## src/common/lsu_pkg.sv

```systemverilog
/*
 * Load/store stage shared definitions
 * Width codes, AXI responses, SRAM size and the data word views
 */
package lsu_pkg;

    // RISC-V funct3 width codes for loads and stores
    localparam logic [2:0] F3_B  = 3'b000;
    localparam logic [2:0] F3_H  = 3'b001;
    localparam logic [2:0] F3_W  = 3'b010;
    localparam logic [2:0] F3_BU = 3'b100;
    localparam logic [2:0] F3_HU = 3'b101;

    localparam logic [1:0] RESP_OKAY   = 2'b00;
    localparam logic [1:0] RESP_SLVERR = 2'b10;

    localparam int unsigned MEM_WORDS   = 256;
    localparam int unsigned MEM_BYTES   = MEM_WORDS * 4;  // First out-of-range address
    localparam int unsigned MEM_INDEX_W = $clog2(MEM_WORDS);

    // One data word seen as byte lanes or as halfwords
    typedef union packed {
        logic [3:0][7:0]  lanes;
        logic [1:0][15:0] halves;
    } mem_word_t;

endpackage

```

## src/common/axi_mem_if.sv

```systemverilog
/*
 * Single-beat AXI4 link between the load/store stage and the SRAM
 */
interface axi_mem_if;

    logic        awvalid;
    logic        awready;
    logic [31:0] awaddr;

    logic        wvalid;
    logic        wready;
    logic [31:0] wdata;
    logic [3:0]  wstrb;

    logic        bvalid;
    logic        bready;
    logic [1:0]  bresp;

    logic        arvalid;
    logic        arready;
    logic [31:0] araddr;

    logic        rvalid;
    logic        rready;
    logic [31:0] rdata;
    logic [1:0]  rresp;

    modport master (
        output awvalid, awaddr, wvalid, wdata, wstrb, bready,
        output arvalid, araddr, rready,
        input  awready, wready, bvalid, bresp,
        input  arready, rvalid, rdata, rresp
    );

    modport slave (
        input  awvalid, awaddr, wvalid, wdata, wstrb, bready,
        input  arvalid, araddr, rready,
        output awready, wready, bvalid, bresp,
        output arready, rvalid, rdata, rresp
    );

endinterface

```

## src/lsu/lsu_byte_lane.sv

```systemverilog
/*
 * Byte lane steering for the load/store stage
 * Store alignment with strobes, load selection with sign or zero extension
 */
module lsu_byte_lane
    import lsu_pkg::*;
(
    input  logic [2:0]  funct3,
    input  logic [1:0]  addr_low,
    input  logic [31:0] store_data,
    output logic [31:0] wdata,
    output logic [3:0]  wstrb,
    input  mem_word_t   rdata,
    output logic [31:0] load_data
);

    mem_word_t   store_word;
    logic [7:0]  sel_byte;
    logic [15:0] sel_half;

    always_comb begin
        store_word = '0;
        wstrb      = 4'b0000;
        case (funct3)
            F3_B: begin
                store_word.lanes[addr_low] = store_data[7:0];
                wstrb[addr_low]            = 1'b1;
            end
            F3_H: begin
                store_word.halves[addr_low[1]] = store_data[15:0];
                wstrb = addr_low[1] ? 4'b1100 : 4'b0011;
            end
            F3_W: begin
                store_word = store_data;
                wstrb      = 4'b1111;
            end
            default: ;  // No strobes, nothing written
        endcase
    end

    assign wdata = store_word;

    assign sel_byte = rdata.lanes[addr_low];
    assign sel_half = rdata.halves[addr_low[1]];

    always_comb begin
        case (funct3)
            F3_B:    load_data = {{24{sel_byte[7]}}, sel_byte};
            F3_H:    load_data = {{16{sel_half[15]}}, sel_half};
            F3_W:    load_data = rdata;
            F3_BU:   load_data = {24'd0, sel_byte};
            F3_HU:   load_data = {16'd0, sel_half};
            default: load_data = '0;
        endcase
    end

endmodule

```

## src/lsu/lsu_stage.sv

```systemverilog
/*
 * Memory-access pipeline stage
 * Takes one operation at a time, runs it over AXI and hands the result on
 */
module lsu_stage
    import lsu_pkg::*;
(
    input  logic        clock,
    input  logic        reset,

    input  logic        in_valid,
    output logic        in_ready,
    input  logic        in_mem_ren,
    input  logic        in_mem_wen,
    input  logic [2:0]  in_funct3,
    input  logic [31:0] in_addr,
    input  logic [31:0] in_store_data,
    input  logic [4:0]  in_rd,
    input  logic        in_reg_wen,

    output logic        out_valid,
    input  logic        out_ready,
    output logic [4:0]  out_rd,
    output logic        out_reg_wen,
    output logic [31:0] out_result,
    output logic        out_mem_error,

    axi_mem_if.master   mem
);

    logic        accept;
    logic        r_done;
    logic        b_done;
    logic        out_done;

    logic        mem_ren_q;
    logic [2:0]  funct3_q;
    logic [31:0] addr_q;
    logic [31:0] store_data_q;
    logic [4:0]  rd_q;
    logic        reg_wen_q;

    logic [31:0] load_data;
    logic [31:0] load_q;

    assign accept   = in_valid & in_ready;
    assign r_done   = mem.rvalid & mem.rready;
    assign b_done   = mem.bvalid & mem.bready;
    assign out_done = out_valid & out_ready;

    always_ff @(posedge clock) begin
        if (accept) begin
            mem_ren_q    <= in_mem_ren;
            funct3_q     <= in_funct3;
            addr_q       <= in_addr;
            store_data_q <= in_store_data;
            rd_q         <= in_rd;
            reg_wen_q    <= in_reg_wen;
        end
    end

    // Upstream and downstream handshakes, one operation in flight
    always_ff @(posedge clock or posedge reset) begin
        if (reset) begin
            in_ready  <= 1'b1;
            out_valid <= 1'b0;
        end else begin
            if (accept)
                in_ready <= 1'b0;
            else if (out_done)
                in_ready <= 1'b1;

            if (accept && !(in_mem_ren || in_mem_wen))
                out_valid <= 1'b1;  // Pass-through
            else if (r_done || b_done)
                out_valid <= 1'b1;
            else if (out_done)
                out_valid <= 1'b0;
        end
    end

    // Each channel signal drops on its own transfer
    always_ff @(posedge clock or posedge reset) begin
        if (reset) begin
            mem.awvalid <= 1'b0;
            mem.wvalid  <= 1'b0;
            mem.bready  <= 1'b0;
            mem.arvalid <= 1'b0;
            mem.rready  <= 1'b0;
        end else if (accept) begin
            mem.awvalid <= in_mem_wen;
            mem.wvalid  <= in_mem_wen;
            mem.bready  <= in_mem_wen;
            mem.arvalid <= in_mem_ren;
            mem.rready  <= in_mem_ren;
        end else begin
            if (mem.awvalid && mem.awready)
                mem.awvalid <= 1'b0;
            if (mem.wvalid && mem.wready)
                mem.wvalid <= 1'b0;
            if (b_done)
                mem.bready <= 1'b0;
            if (mem.arvalid && mem.arready)
                mem.arvalid <= 1'b0;
            if (r_done)
                mem.rready <= 1'b0;
        end
    end

    always_ff @(posedge clock or posedge reset) begin
        if (reset)
            out_mem_error <= 1'b0;
        else if (accept)
            out_mem_error <= 1'b0;
        else if (r_done)
            out_mem_error <= (mem.rresp == RESP_SLVERR);
        else if (b_done)
            out_mem_error <= (mem.bresp == RESP_SLVERR);
    end

    always_ff @(posedge clock) begin
        if (r_done)
            load_q <= load_data;
    end

    assign mem.awaddr = addr_q;
    assign mem.araddr = addr_q;

    assign out_rd      = rd_q;
    assign out_reg_wen = reg_wen_q;
    assign out_result  = mem_ren_q ? load_q : addr_q;

    lsu_byte_lane u_byte_lane (
        .funct3     (funct3_q),
        .addr_low   (addr_q[1:0]),
        .store_data (store_data_q),
        .wdata      (mem.wdata),
        .wstrb      (mem.wstrb),
        .rdata      (mem.rdata),
        .load_data  (load_data)
    );

endmodule

```

## src/flat_wrapper.sv

```systemverilog
// flat-port wrapper written by rule: the top's interface ports become plain ports
module lsu_stage_flat import lsu_pkg::*;
  (clock, reset, in_valid, in_ready, in_mem_ren, in_mem_wen, in_funct3, in_addr, in_store_data, in_rd, in_reg_wen, out_valid, out_ready, out_rd, out_reg_wen, out_result, out_mem_error, mem_awvalid, mem_awaddr, mem_wvalid, mem_wdata, mem_wstrb, mem_bready, mem_arvalid, mem_araddr, mem_rready, mem_awready, mem_wready, mem_bvalid, mem_bresp, mem_arready, mem_rvalid, mem_rdata, mem_rresp);
  axi_mem_if mem_i ();
  input  logic clock;
  input  logic reset;
  input  logic in_valid;
  output logic in_ready;
  input  logic in_mem_ren;
  input  logic in_mem_wen;
  input  logic [2:0] in_funct3;
  input  logic [31:0] in_addr;
  input  logic [31:0] in_store_data;
  input  logic [4:0] in_rd;
  input  logic in_reg_wen;
  output logic out_valid;
  input  logic out_ready;
  output logic [4:0] out_rd;
  output logic out_reg_wen;
  output logic [31:0] out_result;
  output logic out_mem_error;
  output wire logic [$bits(mem_i.awvalid)-1:0] mem_awvalid;
  output wire logic [$bits(mem_i.awaddr)-1:0] mem_awaddr;
  output wire logic [$bits(mem_i.wvalid)-1:0] mem_wvalid;
  output wire logic [$bits(mem_i.wdata)-1:0] mem_wdata;
  output wire logic [$bits(mem_i.wstrb)-1:0] mem_wstrb;
  output wire logic [$bits(mem_i.bready)-1:0] mem_bready;
  output wire logic [$bits(mem_i.arvalid)-1:0] mem_arvalid;
  output wire logic [$bits(mem_i.araddr)-1:0] mem_araddr;
  output wire logic [$bits(mem_i.rready)-1:0] mem_rready;
  input wire logic [$bits(mem_i.awready)-1:0] mem_awready;
  input wire logic [$bits(mem_i.wready)-1:0] mem_wready;
  input wire logic [$bits(mem_i.bvalid)-1:0] mem_bvalid;
  input wire logic [$bits(mem_i.bresp)-1:0] mem_bresp;
  input wire logic [$bits(mem_i.arready)-1:0] mem_arready;
  input wire logic [$bits(mem_i.rvalid)-1:0] mem_rvalid;
  input wire logic [$bits(mem_i.rdata)-1:0] mem_rdata;
  input wire logic [$bits(mem_i.rresp)-1:0] mem_rresp;
  assign mem_awvalid = mem_i.awvalid;
  assign mem_awaddr = mem_i.awaddr;
  assign mem_wvalid = mem_i.wvalid;
  assign mem_wdata = mem_i.wdata;
  assign mem_wstrb = mem_i.wstrb;
  assign mem_bready = mem_i.bready;
  assign mem_arvalid = mem_i.arvalid;
  assign mem_araddr = mem_i.araddr;
  assign mem_rready = mem_i.rready;
  assign mem_i.awready = mem_awready;
  assign mem_i.wready = mem_wready;
  assign mem_i.bvalid = mem_bvalid;
  assign mem_i.bresp = mem_bresp;
  assign mem_i.arready = mem_arready;
  assign mem_i.rvalid = mem_rvalid;
  assign mem_i.rdata = mem_rdata;
  assign mem_i.rresp = mem_rresp;
  lsu_stage u_core (.clock(clock), .reset(reset), .in_valid(in_valid), .in_ready(in_ready), .in_mem_ren(in_mem_ren), .in_mem_wen(in_mem_wen), .in_funct3(in_funct3), .in_addr(in_addr), .in_store_data(in_store_data), .in_rd(in_rd), .in_reg_wen(in_reg_wen), .out_valid(out_valid), .out_ready(out_ready), .out_rd(out_rd), .out_reg_wen(out_reg_wen), .out_result(out_result), .out_mem_error(out_mem_error), .mem(mem_i));
endmodule
```

## config.mk

```make
export PLATFORM = sky130hd
export DESIGN_NAME = lsu_stage_flat
export DESIGN_NICKNAME = d
export VERILOG_FILES = /design/src/common/lsu_pkg.sv /design/src/common/axi_mem_if.sv /design/src/lsu/lsu_byte_lane.sv /design/src/lsu/lsu_stage.sv /design/src/flat_wrapper.sv
export SDC_FILE = /design/constraint.sdc
export NUM_CORES = 1
export LEC_CHECK = 0
export BUFFER_PORTS_ARGS = -buffer_cell sky130_fd_sc_hd__buf_2
export CAP_MARGIN = 0
export CORE_MARGIN = 1.5
export CORE_UTILIZATION = 43
export DETAILED_ROUTE_END_ITERATION = 16
export PLACE_DENSITY = 0.75
export SLEW_MARGIN = 40
export SYNTH_ARGS = -nofsm -noshare
export SYNTH_HDL_FRONTEND = slang
export SYNTH_HIERARCHICAL = 1
export SYNTH_SLANG_ARGS = --single-unit
```

## constraint.sdc

```tcl
create_clock -name clock -period 1.8 [get_ports clock]
set_input_delay 0.18 -clock clock [delete_from_list [all_inputs] [get_ports clock]]
set_output_delay 0.18 -clock clock [all_outputs]
set_load 0.005 [all_outputs]
```

# Word-level counts from Yosys, hierarchy flattened
# Index checks and enable logic that the tools add are counted.
# W data, S select, Z words.
[classes]
reduce_logical = 18
n_eq_ne = 6
n_bitwise = 6
mux = 33
magnitude_cmp = 4
[ops]
columns = ["cell", "n"]
rows = [
  ["$pmux W32 S5", 1],
  ["$pmux W32 S3", 1],
  ["$and A32 B32 Y32", 2],
  ["$mux W16", 3],
  ["$mux W32", 1],
  ["$mux W1", 19],
  ["$bmux W8 S2", 1],
  ["$demux W16 S1", 1],
  ["$demux W8 S2", 1],
  ["$mux W8", 2],
  ["$pmux W4 S3", 1],
  ["$reduce_bool A2 Y1", 6],
  ["$eq A3 B3 Y1 const B", 2],
  ["$logic_and A1 B1 Y1", 6],
  ["$reduce_bool A3 Y1", 2],
  ["$and A1 B1 Y1", 4],
  ["$eq A2 B2 Y1 const B", 2],
  ["$mux W4", 1],
  ["$eq A3 B1 Y1 const B", 1],
  ["$eq A3 B2 Y1 const B", 1],
  ["$logic_not A3 Y1", 1],
  ["$lt A2 B3 Y1 const B", 1],
  ["$demux W1 S2", 1],
  ["$ge A2 B1 Y1 const B", 1],
  ["4 further kinds", 5],
]
[totals]
output_inout_bits = 146
register_bits = 114
input_bits = 120
word_cells = 82

# Longest topological paths before layout
# Gate-level depths: netlist (run 1).
[depth]
word_depth = 6
depth_mapped = 5
ltp_nobuf = 3

# By module
# The synthesis (run 1) kept the hierarchy.
[modules_own_cells]
columns = ["module", "seq_area_each_um2", "cells_per_inst", "n_inst", "area_each_um2"]
rows = [
  ["lsu_stage", 3384.5, 211, 1, 4310.4],
  ["lsu_byte_lane", 0.0, 190, 1, 1385.1],
]

# Least setup slack after synthesis (run 1)
# Ideal clock, no wire load.
[synth_timing]
kind = "reg-to-reg"
start = "register u_core.in_ready"
end = "register u_core.funct3_q[0] (enable)"
path_stages_with_launch = 3
arrival_time_ns = 1.610
slack_ns = -0.212
synth_period_minus_slack_ns = 2.012
path_buffers = 1
setup_ns = 0.401
required_ns = 1.399
path_cell_list = "dfstp_2 > and2_1 > buf_2"
[synth_via]
elab_chain_len = 1
[synth_rtl]
columns = ["element", "line", "text"]
rows = [
  ["start, declared", "lsu_stage.sv:12", "output logic in_ready,"],
  ["start signal, assigned", "lsu_stage.sv:65", "in_ready <= 1'b1;"],
  ["start signal, assigned", "lsu_stage.sv:69", "in_ready <= 1'b0;"],
  ["start signal, assigned", "lsu_stage.sv:71", "in_ready <= 1'b1;"],
  ["$and A1 B1 Y1", "lsu_stage.sv:46", "assign accept = in_valid & in_ready;"],
  ["net u_core.accept", "lsu_stage.sv:31", "logic accept;"],
  ["end signal, assigned", "lsu_stage.sv:54", "funct3_q <= in_funct3;"],
  ["end, declared", "lsu_stage.sv:37", "logic [2:0] funct3_q;"],
]
# The timed path passes the listed nets, and every way through them passes these cells.
# A chain may end at the register's enable or synchronous reset.

# Worst setup path in the final report (run 1)
[layout_timing]
start = "register u_core.funct3_q[1]"
end = "output port mem_wdata[27]"
[layout_via]
elab_chain_len = 2
word_cells_on_any_way = 4
cone_classes = "eq/ne: 2; mux: 1; reduce/logical: 1"
[layout_rtl]
columns = ["element", "line", "text"]
rows = [
  ["$eq A3 B2 Y1 (tied with other cells)", "lsu_byte_lane.sv:24", "case (funct3)"],
  ["$pmux W32 S3 *", "lsu_byte_lane.sv:24", ""],
  ["end, declared", "flat_wrapper.sv:25", "output wire logic [$bits(mem_i.wdata)-1:0] mem_wdata;"],
]
# Mark *: on every way between the ends. The rest lies on a longest branch, timed or not.

==> run metrics, run 1 <==
type of the worst setup path register to primary output; Post-Synth Adder-Cell Area 0%; Worst Skew 0.0105 ns; Crit. End Element primary output; worst vdd ir 0.644 mV; most used cell, CP buf_6; final hold vios 0; largest net degree at the start of global routing 45; All-Layer GR Usage 24.9%; Synth Instances 401; Post-DP HPWL 11700 um; DR iter-0 viols 267; CTS tree done; Power Density 730 nW/um2; CTS clk-pin slew, worst paths 0.05 ns; Tot Pwr 0.00647 W; Primary FF master, synth edfxtp_1; Row Count 41; I/O pins 266; syn avg cell area 14.2 um2; Routed Antenna Nets 0; crit path cell chain buf_6, nor4bb_4, buf_6, a22o_1, a21o_1, buf_2; area share of the largest cell type after synthesis 55.9%; gpl congestion 0.810; Post-Synth Simple-Gate Area 5.34%; Synth Cell Area 5700 um2; part of the cycle the worst path needs 116%; Setup Slack @ Placement 0.0198 ns; Inserted Clock Buffers 17; post-synthesis sequential area ratio 59.4%; largest family of logic cells by synthesized area compound AO/OA/AOI/OAI gates; Slew Limit Fails 0; Initial DRT Pass Iterations 5; RSZ-0062 raised after global routing true; CP Launch Type register; first-pass GRT wire length 26500 um; most frequent cell after synthesis edfxtp_1; CTS Buffer Depth 2; Hold Crit Class primary input to register; Post-synth EDFFs 106; share of cells above drive strength 1 56.8%; Synth top cells by count edfxtp_1 (106), buf_4 (34), mux2_4 (31), a21oi_1 (25), a22o_1 (24); f_max 0.479 GHz; Via Count 4907; DIE HEIGHT 118 um; Syn Nets 521; Finished Layout Cells 936; Yosys cell types 41; Area growth syn-to-layout 55.6%; Leak 3.98 nW; Worst-Margin Slew 0.422 ns; antenna cells 0; failing checks setup timing; placed insts 805; setup ws final -0.290 ns; # DRC 0; total gr overflow 0; async set-or-reset flop fraction in the synthesized netlist 7.02%; Period minus WS final 2.09 ns; CP max-delay cell edfxtp_1; H-tree Lvls 4; Worst slew margin 71.9%; Synth area leaders edfxtp_1 (56%), mux2_4 (8.2%), buf_4 (4.5%); Synth Area in XOR/XNOR 0%; Synth Register Bits 114; slowest stage delay, CP 0.45 ns; cells on worst reg2reg path 5; DR WL/cell 19.3 um; Worst EP required 1.62 ns; post-synthesis mux area share 13.1%; outcome finished, violations left; starting density of the core 44.6%; reg2reg setup slack 0.01 ns; die width 118 um; largest fanout on the critical path 8; Core Footprint 12800 um2; maxcap violations 0; routed wire length 18100 um; root buffer selected by CTS clkbuf_16; Worst-Skew Late Latency 0.41 ns; Synth Area in Compound Gates 14.4%; post-DR vias/cell 5.24; vias in the first global route 4957; I/O Buffers 265; hold-critical path depth 3; crit path DAT 1.91 ns; Total Die Area 13900 um2; antenna violations before repair 2; leading area contributor after synthesis edfxtp_1; setup violators final 37; CTS sink cnt 114; Synth warnings 6; Net count, final 871
layout make-up:
class	instances	area (um2)
Sequential cell	114	3380
Inverter	6	22.5
Multi-Input combinational cell	220	2020
Clock buffer	17	425
Fill cell	905	3910
Tap cell	172	215
Timing Repair Buffer	392	2650
Clock inverter	15	144
placed cells by master (no fill, tap or decap), types with 10 or more instances in the layout:
| master | n |
|---|---|
| buf_6 | 16 |
| mux2_4 | 31 |
| a211oi_1 | 17 |
| a22o_1 | 24 |
| buf_2 | 265 |
| a22oi_1 | 10 |
| buf_4 | 25 |
| mux2_2 | 18 |
| edfxtp_1 | 106 |
| clkbuf_16 | 17 |
| dlygate4sd3_1 | 76 |
| nand2_1 | 11 |
| a21oi_1 | 24 |
layer usage:
layer	up-vias	share of wire (%)	global-route usage (%)	wire length, um
met2	277	55	45.5	9950
li1	2218	-	-	-
met3	24	8.4	8.43	1520
met4	4	1.4	7.85	252
met1	2384	35	26.9	6330
met5	-	0.11	0	20
path summary, 6_finish.rpt:
kind,from,endpoint
min in group asynchronous,reset,u_core/mem.wvalid
worst min-delay path,mem_bvalid,u_core/out_valid
worst max register to register,u_core/mem.araddr[0],u_core/load_q[24]
max in group asynchronous,reset,u_core/in_ready
worst max-delay path,u_core/funct3_q[1],mem_wdata[27]
worst min register to register,u_core/in_ready,u_core/in_ready
logic make-up after synthesis:
logic type | Yosys count
simple gates | 48
mux | 57
buf+inv | 68
compound gates | 114
flops | 114
report_power, final:
| group | leakage (nW) | switching [W] | internal [W] |
|---|---|---|---|
| registers | 1.10 | 0 | 0.00289 |
| clock network | 0.266 | 0.00120 | 0.00202 |
| logic | 2.61 | 0.000127 | 0.000242 |
| total | 3.98 | 0.00133 | 0.00515 |
registers in the layout (all words and copies together), names as in the netlist:
register and cells:
u_core/out_rd 5, u_core/mem.rready 1, u_core/mem.bready 1, u_core/load_q 32, u_core/out_mem_error 1, u_core/mem.arvalid 1
u_core/mem.wvalid 1, u_core/in_ready 1, u_core/store_data_q 32, u_core/out_valid 1, u_core/out_reg_wen 1, u_core/mem.awvalid 1
u_core/mem.araddr 32, u_core/mem_ren_q 1, u_core/funct3_q 3
worst max-delay path, delay by kind of cell (launching register included):
family	cells	cell delay, ns
flops	1	0.45
simple gates	1	0.29
compound gates	2	0.28
buf+inv	3	0.47
timing repair:
item                       CTS  global route
setup endpoints to repair   37            50
buffers inserted            13             9
gates cloned                 1             2
hold buffers                76             0
gates resized for setup     20            37
pin swaps                    6            10
hold endpoints to repair    82             0
stage by stage:
stage | hold slack (ns) | cell area (um2) | utilization (%) | TNS, ns
4_1_cts | 0.0127 | 8640 | 67.7 | -6.37
3_3_place_gp | 0.125 | 7130 | 55.8 | 0
2_1_floorplan | -0.00506 | 5700 | - | 0
5_1_grt | 0.0205 | 8860 | 69.4 | -9.54
6_report | 0.0205 | 8860 | 69.4 | -6.30
3_5_place_dp | 0.153 | 7130 | 55.8 | 0
Note: power is estimated with default switching activity, not from simulation.
==> run 2: changes to the inputs <==
CELL_PAD_IN_SITES_DETAIL_PLACEMENT = 1   (was not set)
CELL_PAD_IN_SITES_GLOBAL_PLACEMENT = 2   (was not set)
CORE_UTILIZATION = 27   (was 43)
CTS_BUF_LIST = sky130_fd_sc_hd__clkbuf_8   (was not set)
PLACE_DENSITY = 0.74   (was 0.75)
==> run 2 against run 1 <==
  * The run still ends with setup timing left
  * Power shrank 5.1%
  * Worst hold slack gained 0.022 ns
  * Sequential share of layout area shrank 1.9 points
  * Utilization shrank 24 points
  * Combinational power grew 6.2%
  * Via count shrank 1.4%
  * Sequential power is essentially flat
==> run metrics, run 2 (synthesized netlist as in run 1, its figures left out) <==
outcome finished, violations left; failing checks setup timing; Worst Skew 0.0115 ns (+0.00105 ns); post-DR vias/cell 4.58 (-13%); Worst EP required 1.62 ns (about the same); CP Launch Type register; I/O pins 266 (unchanged); Tot Pwr 0.00614 W (-5.1%); CTS tree done; Total Die Area 22000 um2 (+58%); CP max-delay cell edfxtp_1; Worst slew margin 77.5% (+5.6 points); first-pass GRT wire length 30000 um (+13%); share of cells above drive strength 1 57.1% (+0.28 points); type of the worst setup path register to primary output; antenna violations before repair 3 (+1); DR WL/cell 20.0 um (+3.8%); Net count, final 890 (+2.2%); final hold vios 0 (unchanged); slowest stage delay, CP 0.46 ns (about the same); Core Footprint 20500 um2 (+60%); DR iter-0 viols 245 (-8.2%); Worst Hold Slack 0.0423 ns (+0.0218 ns); RSZ-0062 raised after global routing true; total gr overflow 0 (unchanged); Row Count 52 (+27%); CTS Buffer Depth 2 (unchanged); Inserted Clock Buffers 17 (unchanged); largest net degree at the start of global routing 33 (-27%); routed wire length 21200 um (+17%); Worst-Margin Slew 0.337 ns (-0.0847 ns); crit path DAT 1.99 ns (+0.08 ns); die width 148 um (+26%); # DRC 0 (unchanged); All-Layer GR Usage 18.4% (-6.5 points); Routed Antenna Nets 0 (unchanged); DIE HEIGHT 148 um (+26%); H-tree Lvls 4 (unchanged); f_max 0.461 GHz (-3.6%); largest fanout on the critical path 8 (unchanged); Period minus WS final 2.17 ns (+0.0774 ns); Slew Limit Fails 0 (unchanged); crit path cell chain buf_4, nor4bb_2, buf_4, a22o_1, a21o_1, buf_2; Hold Crit Class primary input to register; Worst-Skew Late Latency 0.45 ns (+0.04 ns); setup ws final -0.367 ns (-0.0774 ns); setup violators final 65 (+76%); root buffer selected by CTS clkbuf_8; Leak 4.13 nW (+3.9%); commonest cells after routing, fill and taps aside buf_2 (244), edfxtp_1 (106), dlygate4sd3_1 (85); Area growth syn-to-layout 63.9%; maxcap violations 0 (unchanged); CTS sink cnt 114 (unchanged); vias in the first global route 5264 (+6.2%); Power Density 658 nW/um2 (-9.9%); I/O Buffers 265 (unchanged); Post-DP HPWL 13800 um (+18%); filler instances 2213 (+140%); Initial DRT Pass Iterations 4 (-1); worst vdd ir 0.697 mV (+8.2%); Via Count 4837 (-1.4%); part of the cycle the worst path needs 120% (+4.3 points); most common cell after layout, fill and taps aside buf_2; starting density of the core 27.8% (-17 points); CTS clk-pin slew, worst paths 0.08 ns (+0.03 ns); gpl congestion 0.772 (-4.7%); most used cell, CP buf_4; Crit. End Element primary output
==> run 2: per-stage QoR <==
stage	area, um2	cells	utilization, %	setup TNS (ns)	setup slack, ns
after floorplan	5700	401	-	0	0.147
after global placement	7300	904	35.6	0	0.00733
after global routing	9330	1055	45.5	-22.03	-0.481
final	9340	1056	45.6	-13.90	-0.367
after CTS	8940	1038	43.6	-14.29	-0.356
after detailed placement	7300	904	35.6	-0.248	-0.0285
==> run 2: worst max-delay path, delay by kind of cell (launching register included) <==
kind,cells,cell delay (ns)
DFF,1,0.46
AOI/OAI and AO/OA,2,0.28
and+or+nand+nor,1,0.29
buffers and inverters,3,0.52
==> run 2: final cells by class <==
cell class	instances	area, um2	area share, %
sequential	114	3380	36.3
timing repair buffer	411	3050	32.7
antenna	3	7.51	0.0804
multi-input combinational	220	2070	22.2
tap	270	338	3.62
clock buffer	17	234	2.51
inverter	6	22.5	0.241
clock inverter	15	230	2.47
==> run 2: worst paths after layout <==
kind	start	to	slack [ns]	cells after the start
max in group asynchronous	reset	u_core/in_ready	1.28	3
min in group asynchronous	reset	u_core/mem.awvalid	0.24	3
min	mem_rdata[0]	u_core/load_q[0]	0.04	3
max	u_core/funct3_q[1]	mem_wdata[30]	-0.37	6
max reg2reg	u_core/mem.araddr[0]	u_core/load_q[26]	-0.25	7
min reg2reg	u_core/out_mem_error	u_core/out_mem_error	0.53	2
==> run 2: what timing repair did <==
action                                  CTS  global route
hold endpoints to repair                 90             0
resized for setup                        31            55
gates cloned                              4             5
hold buffers                             85             0
pin swaps                                13             5
buffers inserted                         13            13
endpoints found under the setup margin   82            78
==> run 2: report_power, final <==
part / switching (W) / internal (W)
Combinational: 0.000138 / 0.000254
Sequential: 0 / 0.00288
Clock: 0.00120 / 0.00166
Total: 0.00134 / 0.00480
==> run 2: metal layers <==
| metal | global-route usage (%) | vias to the layer above | wire [um] |
|---|---|---|---|
| li1 | - | 2266 | - |
| met1 | 19.7 | 2368 | 7860 |
| met2 | 33.9 | 189 | 11900 |
| met3 | 5.80 | 14 | 1210 |
| met4 | 6.58 | 0 | 238 |
| met5 | 0 | - | 0 |
==> run 3: changes to the inputs <==
CORE_MARGIN = not set   (was 1.5)
==> run 3 against run 2 <==
  * The run still ends with setup timing left
  * Fmax grew 0.87%
  * Non-clock buffer count shrank 12
  * Sequential cell count is the same
  * Critical path depth shrank 1
  * Power shrank 1.2%
  * Clock power shrank 3%
  * Critical path type unchanged
  * Critical endpoint is now mem_wdata[15]
==> run metrics, run 3 (synthesized netlist as in run 1, its figures left out) <==
hold-critical path depth 3 (unchanged); CP Launch Type register; f_max 0.465 GHz (+0.87%); Initial DRT Pass Iterations 4 (unchanged); setup ws final -0.348 ns (+0.0187 ns); Core Footprint 20400 um2 (-0.32%); Row Count 52 (unchanged); root buffer selected by CTS clkbuf_8; design area 9440 um2 (+1.1%); DR WL/cell 19.7 um (-1.9%); Int Pwr 0.00469 W (-2.4%); crit path DAT 1.97 ns (-0.02 ns); Post-DP HPWL 13800 um (+0.35%); Leak 4.12 nW (-0.12%); Via Count 4857 (+0.41%); Worst-Skew Late Latency 0.46 ns (about the same); routed wire length 20600 um (-2.6%); CTS Buffer Depth 2 (unchanged); switch share 22.8% (+0.93 points); type of the worst setup path register to primary output; Multi-input gate area 2190 um2 (+5.9%); setup violators final 75 (+15%); Worst Hold Slack 0.0387 ns (-0.00361 ns); Net count, final 879 (-1.2%); gpl congestion 0.743 (-3.8%); Worst-Margin Slew 0.343 ns (+0.00619 ns); Reg power frac 47.5% (+0.6 points); I/O Buffers 265 (unchanged); Period minus WS final 2.15 ns (-0.0187 ns); Clock power frac 46.0% (-0.7 points); worst vdd ir 0.365 mV (-48%); final hold vios 0 (unchanged); Final Util 46.2% (+0.64 points); die width 147 um (-0.67%); failing checks setup timing; largest net degree at the start of global routing 33 (unchanged); CTS sink cnt 114 (unchanged); CTS clk-pin slew, worst paths 0.07 ns (about the same); share of cells above drive strength 1 58.9% (+1.8 points); cells on worst reg2reg path 6 (-1); DIE HEIGHT 147 um (-0.67%); Slew Limit Fails 0 (unchanged); post-DR vias/cell 4.63 (+1.2%); antenna violations before repair 7 (+4); Worst EP required 1.62 ns (about the same); outcome finished, violations left; Routed Antenna Nets 0 (unchanged); # DRC 0 (unchanged); CP max-delay cell edfxtp_1; Inserted Clock Buffers 17 (unchanged); I/O pins 266 (unchanged); CTS tree done; Total Die Area 21700 um2 (-1.3%); RSZ-0062 raised after global routing true; crit path cell chain buf_6, nor4_4, buf_4, a22o_1, buf_2; Power Density 643 nW/um2 (-2.3%); NetSw 0.00138 W (+3.0%); total gr overflow 0 (unchanged); DR iter-0 viols 217 (-11%); vias in the first global route 5225 (-0.74%); Area after DPL 7260 um2 (-0.55%); Comb pwr share 6.5% (about the same); slowest stage delay, CP 0.51 ns (+0.05 ns); Worst slew margin 77.1% (-0.41 points); Worst Skew 0.0139 ns (+0.00233 ns); Crit. End Element primary output; H-tree Lvls 4 (unchanged); part of the cycle the worst path needs 119% (-1.0 points); Hold Crit Class primary input to register; Area growth syn-to-layout 65.7%; register area 3380 um2 (unchanged); commonest cells after routing, fill and taps aside buf_2 (235), edfxtp_1 (106), dlygate4sd3_1 (83); most common cell after layout, fill and taps aside buf_2; Worst path depth 5 (-1); starting density of the core 27.9% (+0.089 points); first-pass GRT wire length 29400 um (-2.1%); Top Family by Delay on Critical Path buffers and inverters; filler instances 2180 (-1.5%); largest fanout on the critical path 7 (-1); CP Buf/Inv Count 3 (unchanged); maxcap violations 0 (unchanged); All-Layer GR Usage 18.2% (-0.21 points)
run 3: metrics by stage:
step	setup WS (ns)	setup TNS, ns	power, W	cells
2_1_floorplan	0.147	0	0.00300	401
3_3_place_gp	0.0915	0	0.00316	902
3_5_place_dp	0.00910	0	0.00316	902
4_1_cts	-0.368	-10.28	0.00612	1029
5_1_grt	-0.469	-17.87	0.00628	1046
6_report	-0.348	-11.11	0.00607	1048
run 3: worst paths after layout:
kind	startpoint	endpoint	slack, ns
min reg2reg	u_core/out_mem_error	u_core/out_mem_error	0.54
min in group asynchronous	reset	u_core/mem.bready	0.23
max	u_core/funct3_q[0]	mem_wdata[15]	-0.35
min	mem_rdata[5]	u_core/load_q[5]	0.04
max reg2reg	u_core/mem.araddr[0]	u_core/load_q[24]	-0.05
max in group asynchronous	reset	u_core/in_ready	1.28
run 3: layer usage:
metal  vias up  wire length, um  GRT usage, %
li1       2247                -             -
met1      2376             7850          19.7
met2       199            11200          32.9
met3        31             1160          5.53
met4         4              406          7.37
met5         -               30             0
run 3: layout make-up:
type	count	share of cell area, %
diodes	6	0.159
well taps	270	3.58
inverters	6	0.239
clock inverters	15	2.29
clock buffers	17	2.48
flip-flops and latches	114	35.9
multi-input cells	221	23.2
repair buffers	399	32.1
run 3: what timing repair did:
| item | 4_1_cts | 5_1_grt |
|---|---|---|
| buffers inserted | 10 | 6 |
| gates cloned | 2 | 8 |
| pin swaps | 11 | 22 |
| setup endpoints to repair | 62 | 72 |
| hold buffers | 83 | 0 |
| gates resized for setup | 42 | 71 |
| hold endpoints to repair | 89 | 0 |
run 3: power by group through the flow:
stage	Sequential, W	Clock (W)	Combinational [W]
6_report	0.00288	0.00279	0.000392
5_1_grt	0.00288	0.00297	0.000421
2_1_floorplan	0.00294	0	0.0000593
3_5_place_dp	0.00294	0	0.000221
4_1_cts	0.00288	0.00287	0.000363
3_3_place_gp	0.00294	0	0.000214
run 3: worst reg2reg max path, delay by kind of cell, from the launching register on:
kind | cells | cell delay [ns]
DFF | 1 | 0.53
muxes | 1 | 0.29
AOI/OAI and AO/OA | 2 | 0.24
buffers and inverters | 3 | 0.53
